### src/verilog/prefix_alu_pkg.sv
// Prefix ALU shared definitions: operand width, opcodes and carry-in source
`default_nettype none

package prefix_alu_pkg;

	// Operand and result width, tied to the hand-wired prefix tree
	localparam int data_width = 14;

	// Opcodes
	// Subtract forms invert b and treat the carry as not-borrow
	typedef enum logic [1:0] {
		op_add = 2'b00,
		op_adc = 2'b01,
		op_sub = 2'b10,
		op_sbc = 2'b11
	} alu_op_t;

	// Carry-in source for the result stage
	// cin_fixed takes the constant decoded from the opcode
	// cin_flag takes the stored carry flag for chained operations
	typedef enum logic {
		cin_fixed = 1'b0,
		cin_flag  = 1'b1
	} cin_src_t;

endpackage

`default_nettype wire

### src/verilog/ling_prefix_tree.sv
// Ling-style parallel-prefix tree producing sum and carry-out from propagate/generate bits
`timescale 1ns/1ps
`default_nettype none

module ling_prefix_tree (
	input  wire  [14:0] p,
	input  wire  [14:0] g,
	output logic [13:0] sum,
	output logic        cout
);

	// Pseudo-carries (h) and true carries (c) per extended position
	logic [14:1] h;
	logic [14:1] c;

	// Stage 1, spans of two bits
	logic h_1_0;
	logic h_3_2, i_3_2;
	logic h_5_4, i_5_4;
	logic h_7_6, i_7_6;
	logic h_9_8, i_9_8;
	logic h_11_10, i_11_10;
	logic h_13_12, i_13_12;

	// Stage 2, spans of four bits
	logic h_3_0;
	logic h_5_2, i_5_2;
	logic h_7_4, i_7_4;
	logic h_9_6, i_9_6;
	logic h_11_8, i_11_8;
	logic h_13_10, i_13_10;

	// Stage 3, spans of eight bits
	logic h_5_0;
	logic h_7_0;
	logic h_9_2, i_9_2;
	logic h_11_4, i_11_4;
	logic h_13_6, i_13_6;

	// Stage 4, remaining odd positions
	logic h_9_0;
	logic h_11_0;
	logic h_13_0;

	// Extra grey stage, even positions
	logic h_2_0;
	logic h_4_0;
	logic h_6_0;
	logic h_8_0;
	logic h_10_0;
	logic h_12_0;

	// Stage 1
	// p[0] is tied high, so the first node reduces to an OR
	assign h_1_0   = g[1] | (p[0] & g[0]);
	assign h_3_2   = g[3] | g[2];
	assign i_3_2   = p[2] & p[1];
	assign h_5_4   = g[5] | g[4];
	assign i_5_4   = p[4] & p[3];
	assign h_7_6   = g[7] | g[6];
	assign i_7_6   = p[6] & p[5];
	assign h_9_8   = g[9] | g[8];
	assign i_9_8   = p[8] & p[7];
	assign h_11_10 = g[11] | g[10];
	assign i_11_10 = p[10] & p[9];
	assign h_13_12 = g[13] | g[12];
	assign i_13_12 = p[12] & p[11];

	// Stage 2
	assign h_3_0   = h_3_2 | (i_3_2 & h_1_0);
	assign h_5_2   = h_5_4 | (i_5_4 & h_3_2);
	assign i_5_2   = i_5_4 & i_3_2;
	assign h_7_4   = h_7_6 | (i_7_6 & h_5_4);
	assign i_7_4   = i_7_6 & i_5_4;
	assign h_9_6   = h_9_8 | (i_9_8 & h_7_6);
	assign i_9_6   = i_9_8 & i_7_6;
	assign h_11_8  = h_11_10 | (i_11_10 & h_9_8);
	assign i_11_8  = i_11_10 & i_9_8;
	assign h_13_10 = h_13_12 | (i_13_12 & h_11_10);
	assign i_13_10 = i_13_12 & i_11_10;

	// Stage 3
	assign h_5_0  = h_5_2 | (i_5_2 & h_1_0);
	assign h_7_0  = h_7_4 | (i_7_4 & h_3_0);
	assign h_9_2  = h_9_6 | (i_9_6 & h_5_2);
	assign i_9_2  = i_9_6 & i_5_2;
	assign h_11_4 = h_11_8 | (i_11_8 & h_7_4);
	assign i_11_4 = i_11_8 & i_7_4;
	assign h_13_6 = h_13_10 | (i_13_10 & h_9_6);
	assign i_13_6 = i_13_10 & i_9_6;

	// Stage 4
	assign h_9_0  = h_9_2 | (i_9_2 & h_1_0);
	assign h_11_0 = h_11_4 | (i_11_4 & h_3_0);
	assign h_13_0 = h_13_6 | (i_13_6 & h_5_0);

	// Even positions hang off the odd neighbour below
	assign h_2_0  = g[2] | (p[1] & h_1_0);
	assign h_4_0  = g[4] | (p[3] & h_3_0);
	assign h_6_0  = g[6] | (p[5] & h_5_0);
	assign h_8_0  = g[8] | (p[7] & h_7_0);
	assign h_10_0 = g[10] | (p[9] & h_9_0);
	assign h_12_0 = g[12] | (p[11] & h_11_0);

	// Collect pseudo-carries
	assign h[13:1] = {h_13_0, h_12_0, h_11_0, h_10_0, h_9_0, h_8_0, h_7_0,
		h_6_0, h_5_0, h_4_0, h_3_0, h_2_0, h_1_0};

	// True carry into position k+1 is p[k] & h[k]
	assign c[1]     = g[0];
	assign c[14:2]  = p[13:1] & h[13:1];

	// Top pseudo-carry folds in the last generate
	assign h[14] = g[14] | c[14];

	// Post-computation
	assign sum  = (p[14:1] ^ h) | (g[14:1] & c);
	assign cout = p[14] & h[14];

endmodule

`default_nettype wire

### src/verilog/prefix_adder.sv
// 14-bit Ling prefix adder with carry-in, pre-computation around the prefix tree
`timescale 1ns/1ps
`default_nettype none

module prefix_adder (
	input  wire  [13:0] a,
	input  wire  [13:0] b,
	input  wire         cin,
	output logic [13:0] sum,
	output logic        cout
);

	// Extended vectors, position 0 carries the carry-in
	logic [14:0] p;
	logic [14:0] g;

	// Ling uses OR for propagate
	assign p = {a | b, 1'b1};
	assign g = {a & b, cin};

	ling_prefix_tree u_tree (
		.p    (p),
		.g    (g),
		.sum  (sum),
		.cout (cout)
	);

endmodule

`default_nettype wire

### src/verilog/operand_stage.sv
// Operand stage: decodes the opcode, conditions b and registers the operation
`timescale 1ns/1ps
`default_nettype none

module operand_stage (
	input  wire                                  clk,
	input  wire                                  rst_n,
	input  wire                                  in_valid,
	input  wire prefix_alu_pkg::alu_op_t         op,
	input  wire  [prefix_alu_pkg::data_width-1:0] a,
	input  wire  [prefix_alu_pkg::data_width-1:0] b,
	output logic                                 s1_valid,
	output logic [prefix_alu_pkg::data_width-1:0] s1_a,
	output logic [prefix_alu_pkg::data_width-1:0] s1_b,
	output prefix_alu_pkg::cin_src_t             s1_cin_src,
	output logic                                 s1_cin_fixed
);

	// Decoded controls
	logic                     invert_b;
	prefix_alu_pkg::cin_src_t cin_src_d;
	logic                     cin_fixed_d;

	always_comb begin
		invert_b    = 1'b0;
		cin_src_d   = prefix_alu_pkg::cin_fixed;
		cin_fixed_d = 1'b0;
		case (op)
			prefix_alu_pkg::op_adc: begin
				cin_src_d = prefix_alu_pkg::cin_flag;
			end
			prefix_alu_pkg::op_sub: begin
				// a + ~b + 1
				invert_b    = 1'b1;
				cin_fixed_d = 1'b1;
			end
			prefix_alu_pkg::op_sbc: begin
				// Stored carry acts as not-borrow
				invert_b  = 1'b1;
				cin_src_d = prefix_alu_pkg::cin_flag;
			end
			default: begin
				invert_b = 1'b0;
			end
		endcase
	end

	always_ff @(posedge clk or negedge rst_n) begin
		if (!rst_n) begin
			s1_valid <= 1'b0;
		end else begin
			s1_valid <= in_valid;
		end
	end

	// Operation payload, loaded only on a strobe
	always_ff @(posedge clk) begin
		if (in_valid) begin
			s1_a         <= a;
			s1_b         <= invert_b ? ~b : b;
			s1_cin_src   <= cin_src_d;
			s1_cin_fixed <= cin_fixed_d;
		end
	end

	// Opcode must be known whenever an operation is issued
	a_op_known: assert property (@(posedge clk) disable iff (!rst_n)
		in_valid |-> !$isunknown(op));

endmodule

`default_nettype wire

### src/verilog/result_stage.sv
// Result stage: carry-in select, prefix add, flags, carry flag and output registers
`timescale 1ns/1ps
`default_nettype none

module result_stage (
	input  wire                                  clk,
	input  wire                                  rst_n,
	input  wire                                  s1_valid,
	input  wire  [prefix_alu_pkg::data_width-1:0] s1_a,
	input  wire  [prefix_alu_pkg::data_width-1:0] s1_b,
	input  wire prefix_alu_pkg::cin_src_t        s1_cin_src,
	input  wire                                  s1_cin_fixed,
	output logic                                 out_valid,
	output logic [prefix_alu_pkg::data_width-1:0] result,
	output logic                                 carry,
	output logic                                 overflow,
	output logic                                 zero
);

	logic                                 carry_flag;
	logic                                 cin;
	logic [prefix_alu_pkg::data_width-1:0] sum;
	logic                                 cout;
	logic                                 overflow_d;
	logic                                 zero_d;

	// Chained ops read the carry left by the previous operation
	assign cin = (s1_cin_src == prefix_alu_pkg::cin_flag) ? carry_flag : s1_cin_fixed;

	prefix_adder u_adder (
		.a    (s1_a),
		.b    (s1_b),
		.cin  (cin),
		.sum  (sum),
		.cout (cout)
	);

	// Signed overflow: like-signed inputs, sum of the other sign
	assign overflow_d = (s1_a[prefix_alu_pkg::data_width-1] == s1_b[prefix_alu_pkg::data_width-1])
		&& (sum[prefix_alu_pkg::data_width-1] != s1_a[prefix_alu_pkg::data_width-1]);
	assign zero_d = (sum == '0);

	always_ff @(posedge clk or negedge rst_n) begin
		if (!rst_n) begin
			out_valid <= 1'b0;
		end else begin
			out_valid <= s1_valid;
		end
	end

	// Results and flags hold between operations
	always_ff @(posedge clk or negedge rst_n) begin
		if (!rst_n) begin
			carry_flag <= 1'b0;
			result     <= '0;
			overflow   <= 1'b0;
			zero       <= 1'b0;
		end else if (s1_valid) begin
			carry_flag <= cout;
			result     <= sum;
			overflow   <= overflow_d;
			zero       <= zero_d;
		end
	end

	// The carry output is the stored flag itself
	assign carry = carry_flag;

	// One output strobe per operation, one cycle later
	a_valid_latency: assert property (@(posedge clk) disable iff (!rst_n)
		out_valid == $past(s1_valid));

	// Carry only moves after an accepted operation
	a_carry_hold: assert property (@(posedge clk) disable iff (!rst_n)
		!$stable(carry) |-> $past(s1_valid));

endmodule

`default_nettype wire

### src/verilog/prefix_alu.sv
// Prefix ALU top: two-stage add/subtract unit with carry, overflow and zero flags
`timescale 1ns/1ps
`default_nettype none

module prefix_alu (
	input  wire                                  clk,
	input  wire                                  rst_n,
	input  wire                                  in_valid,
	input  wire prefix_alu_pkg::alu_op_t         op,
	input  wire  [prefix_alu_pkg::data_width-1:0] a,
	input  wire  [prefix_alu_pkg::data_width-1:0] b,
	output logic                                 out_valid,
	output logic [prefix_alu_pkg::data_width-1:0] result,
	output logic                                 carry,
	output logic                                 overflow,
	output logic                                 zero
);

	// Operand stage to result stage
	logic                                 s1_valid;
	logic [prefix_alu_pkg::data_width-1:0] s1_a;
	logic [prefix_alu_pkg::data_width-1:0] s1_b;
	prefix_alu_pkg::cin_src_t             s1_cin_src;
	logic                                 s1_cin_fixed;

	operand_stage u_operand_stage (
		.clk          (clk),
		.rst_n        (rst_n),
		.in_valid     (in_valid),
		.op           (op),
		.a            (a),
		.b            (b),
		.s1_valid     (s1_valid),
		.s1_a         (s1_a),
		.s1_b         (s1_b),
		.s1_cin_src   (s1_cin_src),
		.s1_cin_fixed (s1_cin_fixed)
	);

	result_stage u_result_stage (
		.clk          (clk),
		.rst_n        (rst_n),
		.s1_valid     (s1_valid),
		.s1_a         (s1_a),
		.s1_b         (s1_b),
		.s1_cin_src   (s1_cin_src),
		.s1_cin_fixed (s1_cin_fixed),
		.out_valid    (out_valid),
		.result       (result),
		.carry        (carry),
		.overflow     (overflow),
		.zero         (zero)
	);

endmodule

`default_nettype wire

### config.mk
export PLATFORM = sky130hd
export DESIGN_NAME = prefix_alu
export DESIGN_NICKNAME = d
export VERILOG_FILES = /design/src/verilog/prefix_alu_pkg.sv /design/src/verilog/ling_prefix_tree.sv /design/src/verilog/prefix_adder.sv /design/src/verilog/operand_stage.sv /design/src/verilog/result_stage.sv /design/src/verilog/prefix_alu.sv
export SDC_FILE = /design/constraint.sdc
export NUM_CORES = 1
export LEC_CHECK = 0
export BUFFER_PORTS_ARGS = -buffer_cell sky130_fd_sc_hd__buf_2
export CORE_UTILIZATION = 54
export CTS_CLUSTER_SIZE = 12
export DETAILED_ROUTE_END_ITERATION = 8
export PLACE_DENSITY = 0.78
export SLEW_MARGIN = 20
export SYNTH_ARGS = -nofsm -noshare
export SYNTH_HDL_FRONTEND = slang
export SYNTH_SLANG_ARGS = --single-unit
### constraint.sdc
create_clock -name clk -period 3.8 [get_ports clk]
set_clock_uncertainty 0.05 [all_clocks]
set_input_delay 0.38 -clock clk [delete_from_list [all_inputs] [get_ports clk]]
set_output_delay 0.38 -clock clk [all_outputs]
set_load 0.02 [all_outputs]
---- Word level (Yosys, flattened, before mapping) ----
Cells that the tools add are included.
cells by class
  reductions and logical operators ........ 4
  bitwise operators ....................... 70
  multiplexer cells ....................... 5
  equal/unequal tests ..................... 5
operators with widths
  kind                                            number
  bitwise AND 1 bit                               35
  bitwise AND 14 bit                              2
  bitwise OR 1 bit                                28
  bitwise OR 14 bit                               2
  logical NOT 14 bit                              1
  two-way mux 14 bit                              1
  NOT 14 bit                                      1
  XOR 14 bit                                      1
  bitwise AND 13 bit                              1
  == test 2 bit (second input constant)           2
  two-way mux 1 bit                               4
  OR reduction 2 bit                              2
  == test 2 x 1 -> 1 bit (second input constant)  1
  == test 1 bit                                   1
  logical AND 1 bit                               1
  inequality test 1 bit                           1
word-level totals
  bits of input ports ..................... 33
  output and inout port bits .............. 18
  flip-flop bits (word level) ............. 49

---- Longest topological paths before layout ----
Gate-level depths: netlist of the first run.
  word-level depth ........................ 15
  mapped depth ............................ 12

---- By module ----
From an unflattened synthesis of the first run, not the netlist that was laid out.
unflattened totals
  cells, all modules ...................... 186
  area total of the unflattened synthesis .. 2528.7 um2
by module, submodules not included
  module            times used  sequential area each (um2)  cells an instance  area an instance (um2)
  operand_stage     1           925.9                       49                 1089.8
  result_stage      1           450.4                       46                 758.2
  ling_prefix_tree  1           0.0                         62                 484.2
  prefix_adder      1           0.0                         29                 196.4

---- Worst setup path after synthesis of the first run ----
OpenSTA, ideal clock, no wires.
  kind .................................... reg2reg
  from .................................... register u_result_stage.carry_flag (netlist: u_result_stage.carry)
  to ...................................... register u_result_stage.zero
  arrival time ............................ 2581 ps
  stages on the path, launching flop included .. 12
  period minus slack after synthesis ...... 2732 ps
  path slack .............................. 1068 ps
  required time ........................... 3649 ps
  library setup time ...................... 101 ps
  cell sequence ........................... dfrtp_1 > mux2i_1 > maj3_2 > o211ai_4 > a21o_1 > a31o_1 > ha_1 > inv_1 > fa_1 > and4_1 > nand4_1 > o32ai_1
on the way
  longest elaborated chain between the ends .. 12
RTL lines
  item                                         RTL line                                          text
  start, declared                              result_stage.sv:20                                logic carry_flag;
  start signal, assigned                       result_stage.sv:59                                carry_flag <= cout;
  two-way mux 1 bit (*)                        result_stage.sv:28                                assign cin = (s1_cin_src == prefix_alu_pkg::cin_flag) ? carry_flag : s1_cin_fixed;
  bitwise OR 1 bit                             ling_prefix_tree.sv:55                            assign h_1_0 = g[1] | (p[0] & g[0]);
  bitwise AND 1 bit                            ling_prefix_tree.sv:70                            assign h_3_0 = h_3_2 | (i_3_2 & h_1_0);
  bitwise OR 1 bit                             ling_prefix_tree.sv:70
  bitwise AND 1 bit, on equally long branches  ling_prefix_tree.sv:84, ling_prefix_tree.sv:94
  bitwise OR 1 bit, on equally long branches   ling_prefix_tree.sv:84, ling_prefix_tree.sv:94
  bitwise AND 1 bit, on equally long branches  ling_prefix_tree.sv:101, ling_prefix_tree.sv:103
  bitwise OR 1 bit, on equally long branches   ling_prefix_tree.sv:101, ling_prefix_tree.sv:103
  bitwise AND 13 bit                           ling_prefix_tree.sv:111                           assign c[14:2] = p[13:1] & h[13:1];
  bitwise AND 14 bit                           ling_prefix_tree.sv:117                           assign sum = (p[14:1] ^ h) | (g[14:1] & c);
  bitwise OR 14 bit (*)                        ling_prefix_tree.sv:117
  logical NOT 14 bit (*)                       result_stage.sv:41                                assign zero_d = (sum == '0);
  end signal, assigned                         result_stage.sv:62                                zero <= zero_d;
  end, declared                                result_stage.sv:17                                output logic zero
Every way passes the cells marked *; elsewhere a longest branch is shown, timed or not.
A chain may end at the register's enable or synchronous reset.

---- Final worst setup path of the first run ----
  from .................................... register u_operand_stage.s1_cin_src
  to ...................................... register u_result_stage.zero
on the way
  longest elaborated chain between the ends .. 12
RTL lines
  item                                         RTL line                                          text
  start, declared                              operand_stage.sv:15                               output prefix_alu_pkg::cin_src_t s1_cin_src,
  start signal, assigned                       operand_stage.sv:61                               s1_cin_src <= cin_src_d;
  two-way mux 1 bit (*)                        result_stage.sv:28
  bitwise OR 1 bit                             ling_prefix_tree.sv:55
  bitwise AND 1 bit                            ling_prefix_tree.sv:70
  bitwise OR 1 bit                             ling_prefix_tree.sv:70
  bitwise AND 1 bit, on equally long branches  ling_prefix_tree.sv:84, ling_prefix_tree.sv:94
  bitwise OR 1 bit, on equally long branches   ling_prefix_tree.sv:84, ling_prefix_tree.sv:94
  bitwise AND 1 bit, on equally long branches  ling_prefix_tree.sv:101, ling_prefix_tree.sv:103
  bitwise OR 1 bit, on equally long branches   ling_prefix_tree.sv:101, ling_prefix_tree.sv:103
  bitwise AND 13 bit                           ling_prefix_tree.sv:111
  bitwise AND 14 bit                           ling_prefix_tree.sv:117
  bitwise OR 14 bit (*)                        ling_prefix_tree.sv:117
  logical NOT 14 bit (*)                       result_stage.sv:41
Marked as above.

==> flow_summary.json, run 1 <==
{
  "yosys.cell_types.count": 37,
  "violations": "design-rule violations",
  "drive_above_1_share": 0.262,
  "r2r-start": "u_operand_stage.s1_cin_src",
  "clock_sinks": 49,
  "finalMaxSlewViolations": 0,
  "gp_congestion": 0.787,
  "postRouteAntennaNets": 0,
  "antenna_found_initial": 0,
  "cp-start-kind": "register",
  "htree_levels": 2,
  "grt_max_degree": 32,
  "synth_seq_area_share": 0.565,
  "drt_iter0_drc": 98,
  "setup_violations": 0,
  "slew_headroom": 0.400,
  "grt_pass1_wl_um": 7110,
  "ys_ff_latch": 49,
  "routedWlPerCell_um": 13.1,
  "dpl.hpwl_um": 3070,
  "placed_area_sq_um": 2730,
  "period_minus_slack_ns": 2.83,
  "p_seq_frac": 0.498,
  "design_area_sq_um": 2830,
  "grt_usage": 0.189,
  "portBuffers": 50,
  "tritoncts": "done",
  "seq_area_sq_um": 1380,
  "cp_max_fo": 4,
  "status": "finished with violations",
  "cp-endpoint": "u_result_stage.zero",
  "finalSetupTns_ns": 0,
  "drcViolationCount": 1,
  "start_util": 0.560,
  "hold_violations": 0,
  "rows": 24,
  "die_area_sq_um": 4790,
  "period_share": 0.744,
  "synth.area.top_cells": "edfxtp_1 37%, dfrtp_1 20%, fa_1 6.6%, xor2_1 5.4%, inv_1 4.8%",
  "fin_nets": 303,
  "final_cell_mix": "50 x buf_2, 31 x inv_1, 30 x edfxtp_1",
  "antenna_cells": 0,
  "reg2regPathDepth": 11,
  "rsz0062_at_grt": "false",
  "yosys_warnings": 0,
  "final_common_cell": "buf_2",
  "cap_violations": 0,
  "grt_pass1_vias": 1572,
  "worst_pin_slew_ns": 0.899,
  "boundaryPins": 51,
  "crit_path_end_kind": "register",
  "cts-root-buf": "clkbuf_8",
  "grt_overflow": 0,
  "numCtsBuffers": 5,
  "vias": 1564,
  "multi_input_area_sq_um": 921,
  "p_sw_uw": 473,
  "critPathLaunch": "u_operand_stage.s1_cin_src",
  "ir_drop_mv": 0.205,
  "synth_top_area_cell": "edfxtp_1",
  "synth_nets": 251,
  "yosys.area.top_type_share": 0.370,
  "swShare": 0.326,
  "synth_area_sq_um": 2440,
  "p_leak_uw": 0.00131,
  "timing.rr.end": "u_result_stage.zero",
  "syn_inst": 203,
  "critical_path_required_ns": 3.96,
  "syn_to_final_growth_pct": 16.1,
  "rrSetupSlack_ns": 0.97,
  "powerDensity_nw_per_um2": 512,
  "fmax_mhz": 354,
  "clk_path_buf_depth": 2,
  "internal_power_uw": 976,
  "clkLatencyLatePin_ns": 0.30,
  "fp.dieH_um": 69.2,
  "cp_data_arrival_time_ns": 2.99,
  "die-width_um": 69.2,
  "cts_resized": 0,
  "wl_um": 4040,
  "crit_type": "register to register",
  "core_area_sq_um": 4350,
  "power.share.clock": 0.214,
  "viasPerCell": 5.08,
  "n_fill_cell": 349,
  "syn_avg_cell_area_sq_um": 12.0,
  "hold_path.class": "primary input to register",
  "dr.pass1.iters": 6,
  "p_comb_frac": 0.288,
  "clkSlewWorstSetupHoldPaths_ns": 0.09
}
[how the worst min path moves through the flow]
stage | startpoint | to | slack, ns | depth (start not counted)
floorplan | rst_n | u_operand_stage.s1_valid | 0.03 | 0
global placement | rst_n | u_result_stage.result[10] | 0.28 | 1
detailed placement | rst_n | u_result_stage.result[10] | 0.28 | 1
CTS | a[6] | u_operand_stage.s1_a[6] | 0.19 | 1
global route | a[6] | u_operand_stage.s1_a[6] | 0.18 | 1
finish | a[5] | u_operand_stage.s1_a[5] | 0.20 | 1
[cells by family after synthesis]
| group | share of synthesized area |
|---|---|
| adder cells (fa/ha/maj) | 0.106 |
| AND/OR/NAND/NOR | 0.0739 |
| multiplexers | 0.0426 |
| flip-flops | 0.565 |
| XOR/XNOR | 0.0539 |
| AO/OA/AOI/OAI | 0.101 |
| buffers and inverters | 0.0575 |
[power by group through the flow]
stage	Sequential [uW]	Combinational, uW	Clock (uW)
after floorplan	794	204	0
after global placement	728	409	0
after detailed placement	734	417	0
after CTS	722	421	317
after global routing	735	461	335
final	721	417	310
[metal layers]
layer | GRT usage | wire length, um | vias to the layer above
met5 | 0 | 0 | -
met4 | 0.0748 | 72 | 0
met3 | 0.0465 | 160 | 8
met2 | 0.298 | 1860 | 41
met1 | 0.254 | 1950 | 718
li1 | - | - | 797
[sequential cells by signal (all words and copies together) (netlist names)]
name,flops
u_operand_stage.s1_a,14
u_operand_stage.s1_valid,1
u_result_stage.overflow,1
u_result_stage.result,14
u_result_stage.out_valid,1
u_operand_stage.s1_b,14
u_result_stage.zero,1
u_operand_stage.s1_cin_fixed,1
u_result_stage.carry,1
u_operand_stage.s1_cin_src,1
[worst max-delay path: stages (launching register included)]
cell	delay (ns)
edfxtp_1	0.39
mux2i_1	0.16
maj3_2	0.36
o211ai_4	0.21
a221oi_1	0.13
a211oi_2	0.17
ha_1	0.18
inv_1	0.05
fa_1	0.50
and4_1	0.18
nand4_1	0.08
o32ai_1	0.26
[final cells by class]
type	instances	area share
inverters	31	0.0411
clock buffers	7	0.0296
multi-input cells	117	0.326
flip-flops and latches	49	0.487
well taps	52	0.0230
clock inverters	1	0.00221
repair buffers	51	0.0920
[what timing repair did]
| action | 4_1_cts | 5_1_grt |
|---|---|---|
| hold buffers | 1 | 0 |
| setup buffers | 0 | 0 |
| endpoints found under the hold margin | 19 | 0 |
[cell usage after synthesis]
cell / count
a211oi_2: 1
mux2i_1: 7
a31oi_1: 5
a221o_1: 1
o221ai_1: 1
mux2_2: 3
maj3_2: 1
a211oi_1: 1
buf_2: 1
a31o_1: 1
xor2_1: 15
a22oi_1: 2
and3_1: 1
clkbuf_1: 4
a221oi_1: 1
o211ai_4: 1
nand4_1: 2
o21ai_0: 4
and4_1: 1
dfrtp_1: 19
or2_2: 3
nand3_1: 1
o32ai_1: 1
o211a_1: 1
ha_1: 7
nand2_1: 10
nor2_1: 21
a21o_1: 2
o2111ai_1: 1
nor4_1: 1
inv_1: 31
o21ai_1: 1
a21oi_1: 11
edfxtp_1: 30
buf_1: 1
nor2b_1: 1
fa_1: 8
[through the flow]
step / setup WS [ns] / cells / power [uW] / hold slack (ns) / utilization
floorplan: 1.07 / 203 / 999 / 0.0344 / -
global placement: 1.07 / 299 / 1140 / 0.281 / 0.627
detailed placement: 0.992 / 299 / 1150 / 0.283 / 0.627
CTS: 0.952 / 308 / 1460 / 0.191 / 0.650
global route: 0.798 / 308 / 1530 / 0.184 / 0.650
finish: 0.972 / 308 / 1450 / 0.200 / 0.650
(Power assumes the default switching activity.)
==> run 2, diff against run 1 <==
- CORE_UTILIZATION: 54 -> 49
- PLACE_DENSITY: 0.78 -> 0.75
- clock period: 3.8 -> 2.4 ns (I/O delays scaled with it)
==> flow_summary.json, run 2 (synthesis results as in run 1) <==
{
  "status": "finished with violations",
  "violations": "negative setup slack",
  "r2r-start": "u_operand_stage.s1_cin_src",
  "boundaryPins": 51,
  "ir_drop_mv": 0.390,
  "routedWlPerCell_um": 13.5,
  "clkSlewWorstSetupHoldPaths_ns": 0.08,
  "die-width_um": 72.5,
  "worst_pin_slew_ns": 0.708,
  "multi_input_area_sq_um": 1000,
  "final_cell_mix": "50 x buf_2, 37 x buf_4, 30 x inv_1, 30 x edfxtp_1, 18 x dfrtp_1",
  "die_area_sq_um": 5260,
  "start_util": 0.513,
  "critical_path_required_ns": 2.56,
  "period_minus_slack_ns": 2.89,
  "grt_pass1_vias": 1697,
  "top_usage_layer": "met2",
  "met3_usage": 0.0444,
  "finalMaxSlewViolations": 0,
  "postRouteAntennaNets": 0,
  "n_fill_cell": 370,
  "numCtsBuffers": 5,
  "cts-root-buf": "clkbuf_8",
  "hold_violations": 0,
  "p_leak_uw": 0.00148,
  "clk_path_buf_depth": 2,
  "crit_path_end_kind": "register",
  "critPathLaunch": "u_operand_stage.s1_cin_src",
  "htree_levels": 2,
  "drcViolationCount": 0,
  "rows": 25,
  "slew_headroom": 0.528,
  "powerDensity_nw_per_um2": 772,
  "vias": 1785,
  "utilization": 0.678,
  "clkLatencyLatePin_ns": 0.30,
  "cp_data_arrival_time_ns": 3.05,
  "period_share": 1.20,
  "worst_slack_ns": -0.489,
  "rsz0062_at_grt": "true",
  "fmax_mhz": 346,
  "setup_violations": 11,
  "rrSetupSlack_ns": -0.49,
  "syn_to_final_growth_pct": 32.2,
  "fin_nets": 342,
  "drt_iter0_drc": 41,
  "grt.met2_usage": 0.343,
  "grt_pass1_wl_um": 7620,
  "fp.dieH_um": 72.5,
  "met1_usage": 0.231,
  "clock_sinks": 49,
  "reg2regPathDepth": 11,
  "crit_type": "register to register",
  "place_ws_ns": -0.473,
  "viasPerCell": 4.93,
  "final_common_cell": "buf_2",
  "holdPathStages": 1,
  "drive_above_1_share": 0.417,
  "reg_top3": "u_operand_stage.s1_a: 14 flops, u_operand_stage.s1_b: 14 flops, u_result_stage.result: 14 flops",
  "antenna_found_initial": 0,
  "dr.pass1.iters": 4,
  "timing.rr.end": "u_result_stage.zero",
  "gp_congestion": 0.814,
  "design_area_sq_um": 3220,
  "grt_overflow": 0,
  "placed_area_sq_um": 3000,
  "antenna_cells": 0,
  "min_to": "u_operand_stage.s1_a[0]",
  "tritoncts": "done",
  "grt_max_degree": 32,
  "hold_path.class": "primary input to register",
  "cap_violations": 0,
  "seq_area_sq_um": 1380,
  "cp-start-kind": "register",
  "hp-start": "a[0]",
  "cp_max_fo": 3,
  "core_area_sq_um": 4750,
  "portBuffers": 50,
  "grt_usage": 0.194,
  "dpl.hpwl_um": 3540,
  "wl_um": 4890
}
## run 2: metal layers
layer  share of wire  routed length [um]
met1            0.42                2070
met2            0.51                2510
met3           0.040                 198
met4           0.023                 113
met5               0                   0
## run 2: critical path: stages, from the launching register on
cell      delay, ns
edfxtp_1       0.42
mux2i_2        0.18
maj3_2         0.34
o211ai_4       0.19
a21o_1         0.17
a31o_1         0.15
ha_1           0.15
inv_1          0.05
fa_1           0.53
and4_1         0.19
nand4_1        0.12
o32ai_2        0.26
## run 2: layout make-up
class                           instances  share of cell area
Sequential cell                        49               0.428
Multi-Input combinational cell        117               0.310
Timing Repair Buffer                   90               0.174
Inverter                               31              0.0361
Tap cell                               67              0.0260
Clock buffer                            7              0.0237
Clock inverter                          1             0.00233
## run 2: power breakdown
group	switching (uW)	internal [uW]
logic	469	417
clock network	257	206
registers	89.2	1050
## run 2: worst max path at each step
stage	slack [ns]	cells past startpoint	end
floorplan	-0.26	11	u_result_stage.zero
global placement	-0.30	11	u_result_stage.zero
detailed placement	-0.47	11	u_result_stage.zero
CTS	-0.48	11	u_result_stage.zero
global route	-0.57	11	u_result_stage.zero
finish	-0.49	11	u_result_stage.zero
## run 2: repair_timing
| action | CTS | global route |
|---|---|---|
| hold endpoints to repair | 19 | 0 |
| resized for setup | 9 | 13 |
| hold buffers | 1 | 0 |
| pin swaps | 4 | 8 |
| setup endpoints to repair | 10 | 13 |
| setup buffers | 3 | 4 |
## run 2: through the flow
stage | setup TNS (ns) | hold slack, ns | instances | power (uW)
6_report | -2.00 | 0.0596 | 362 | 2490
5_1_grt | -3.06 | 0.0466 | 362 | 2630
4_1_cts | -1.68 | 0.0470 | 359 | 2460
3_5_place_dp | -1.54 | 0.137 | 347 | 1950
3_3_place_gp | -0.759 | 0.140 | 347 | 1920
2_1_floorplan | -0.481 | -0.106 | 203 | 1580
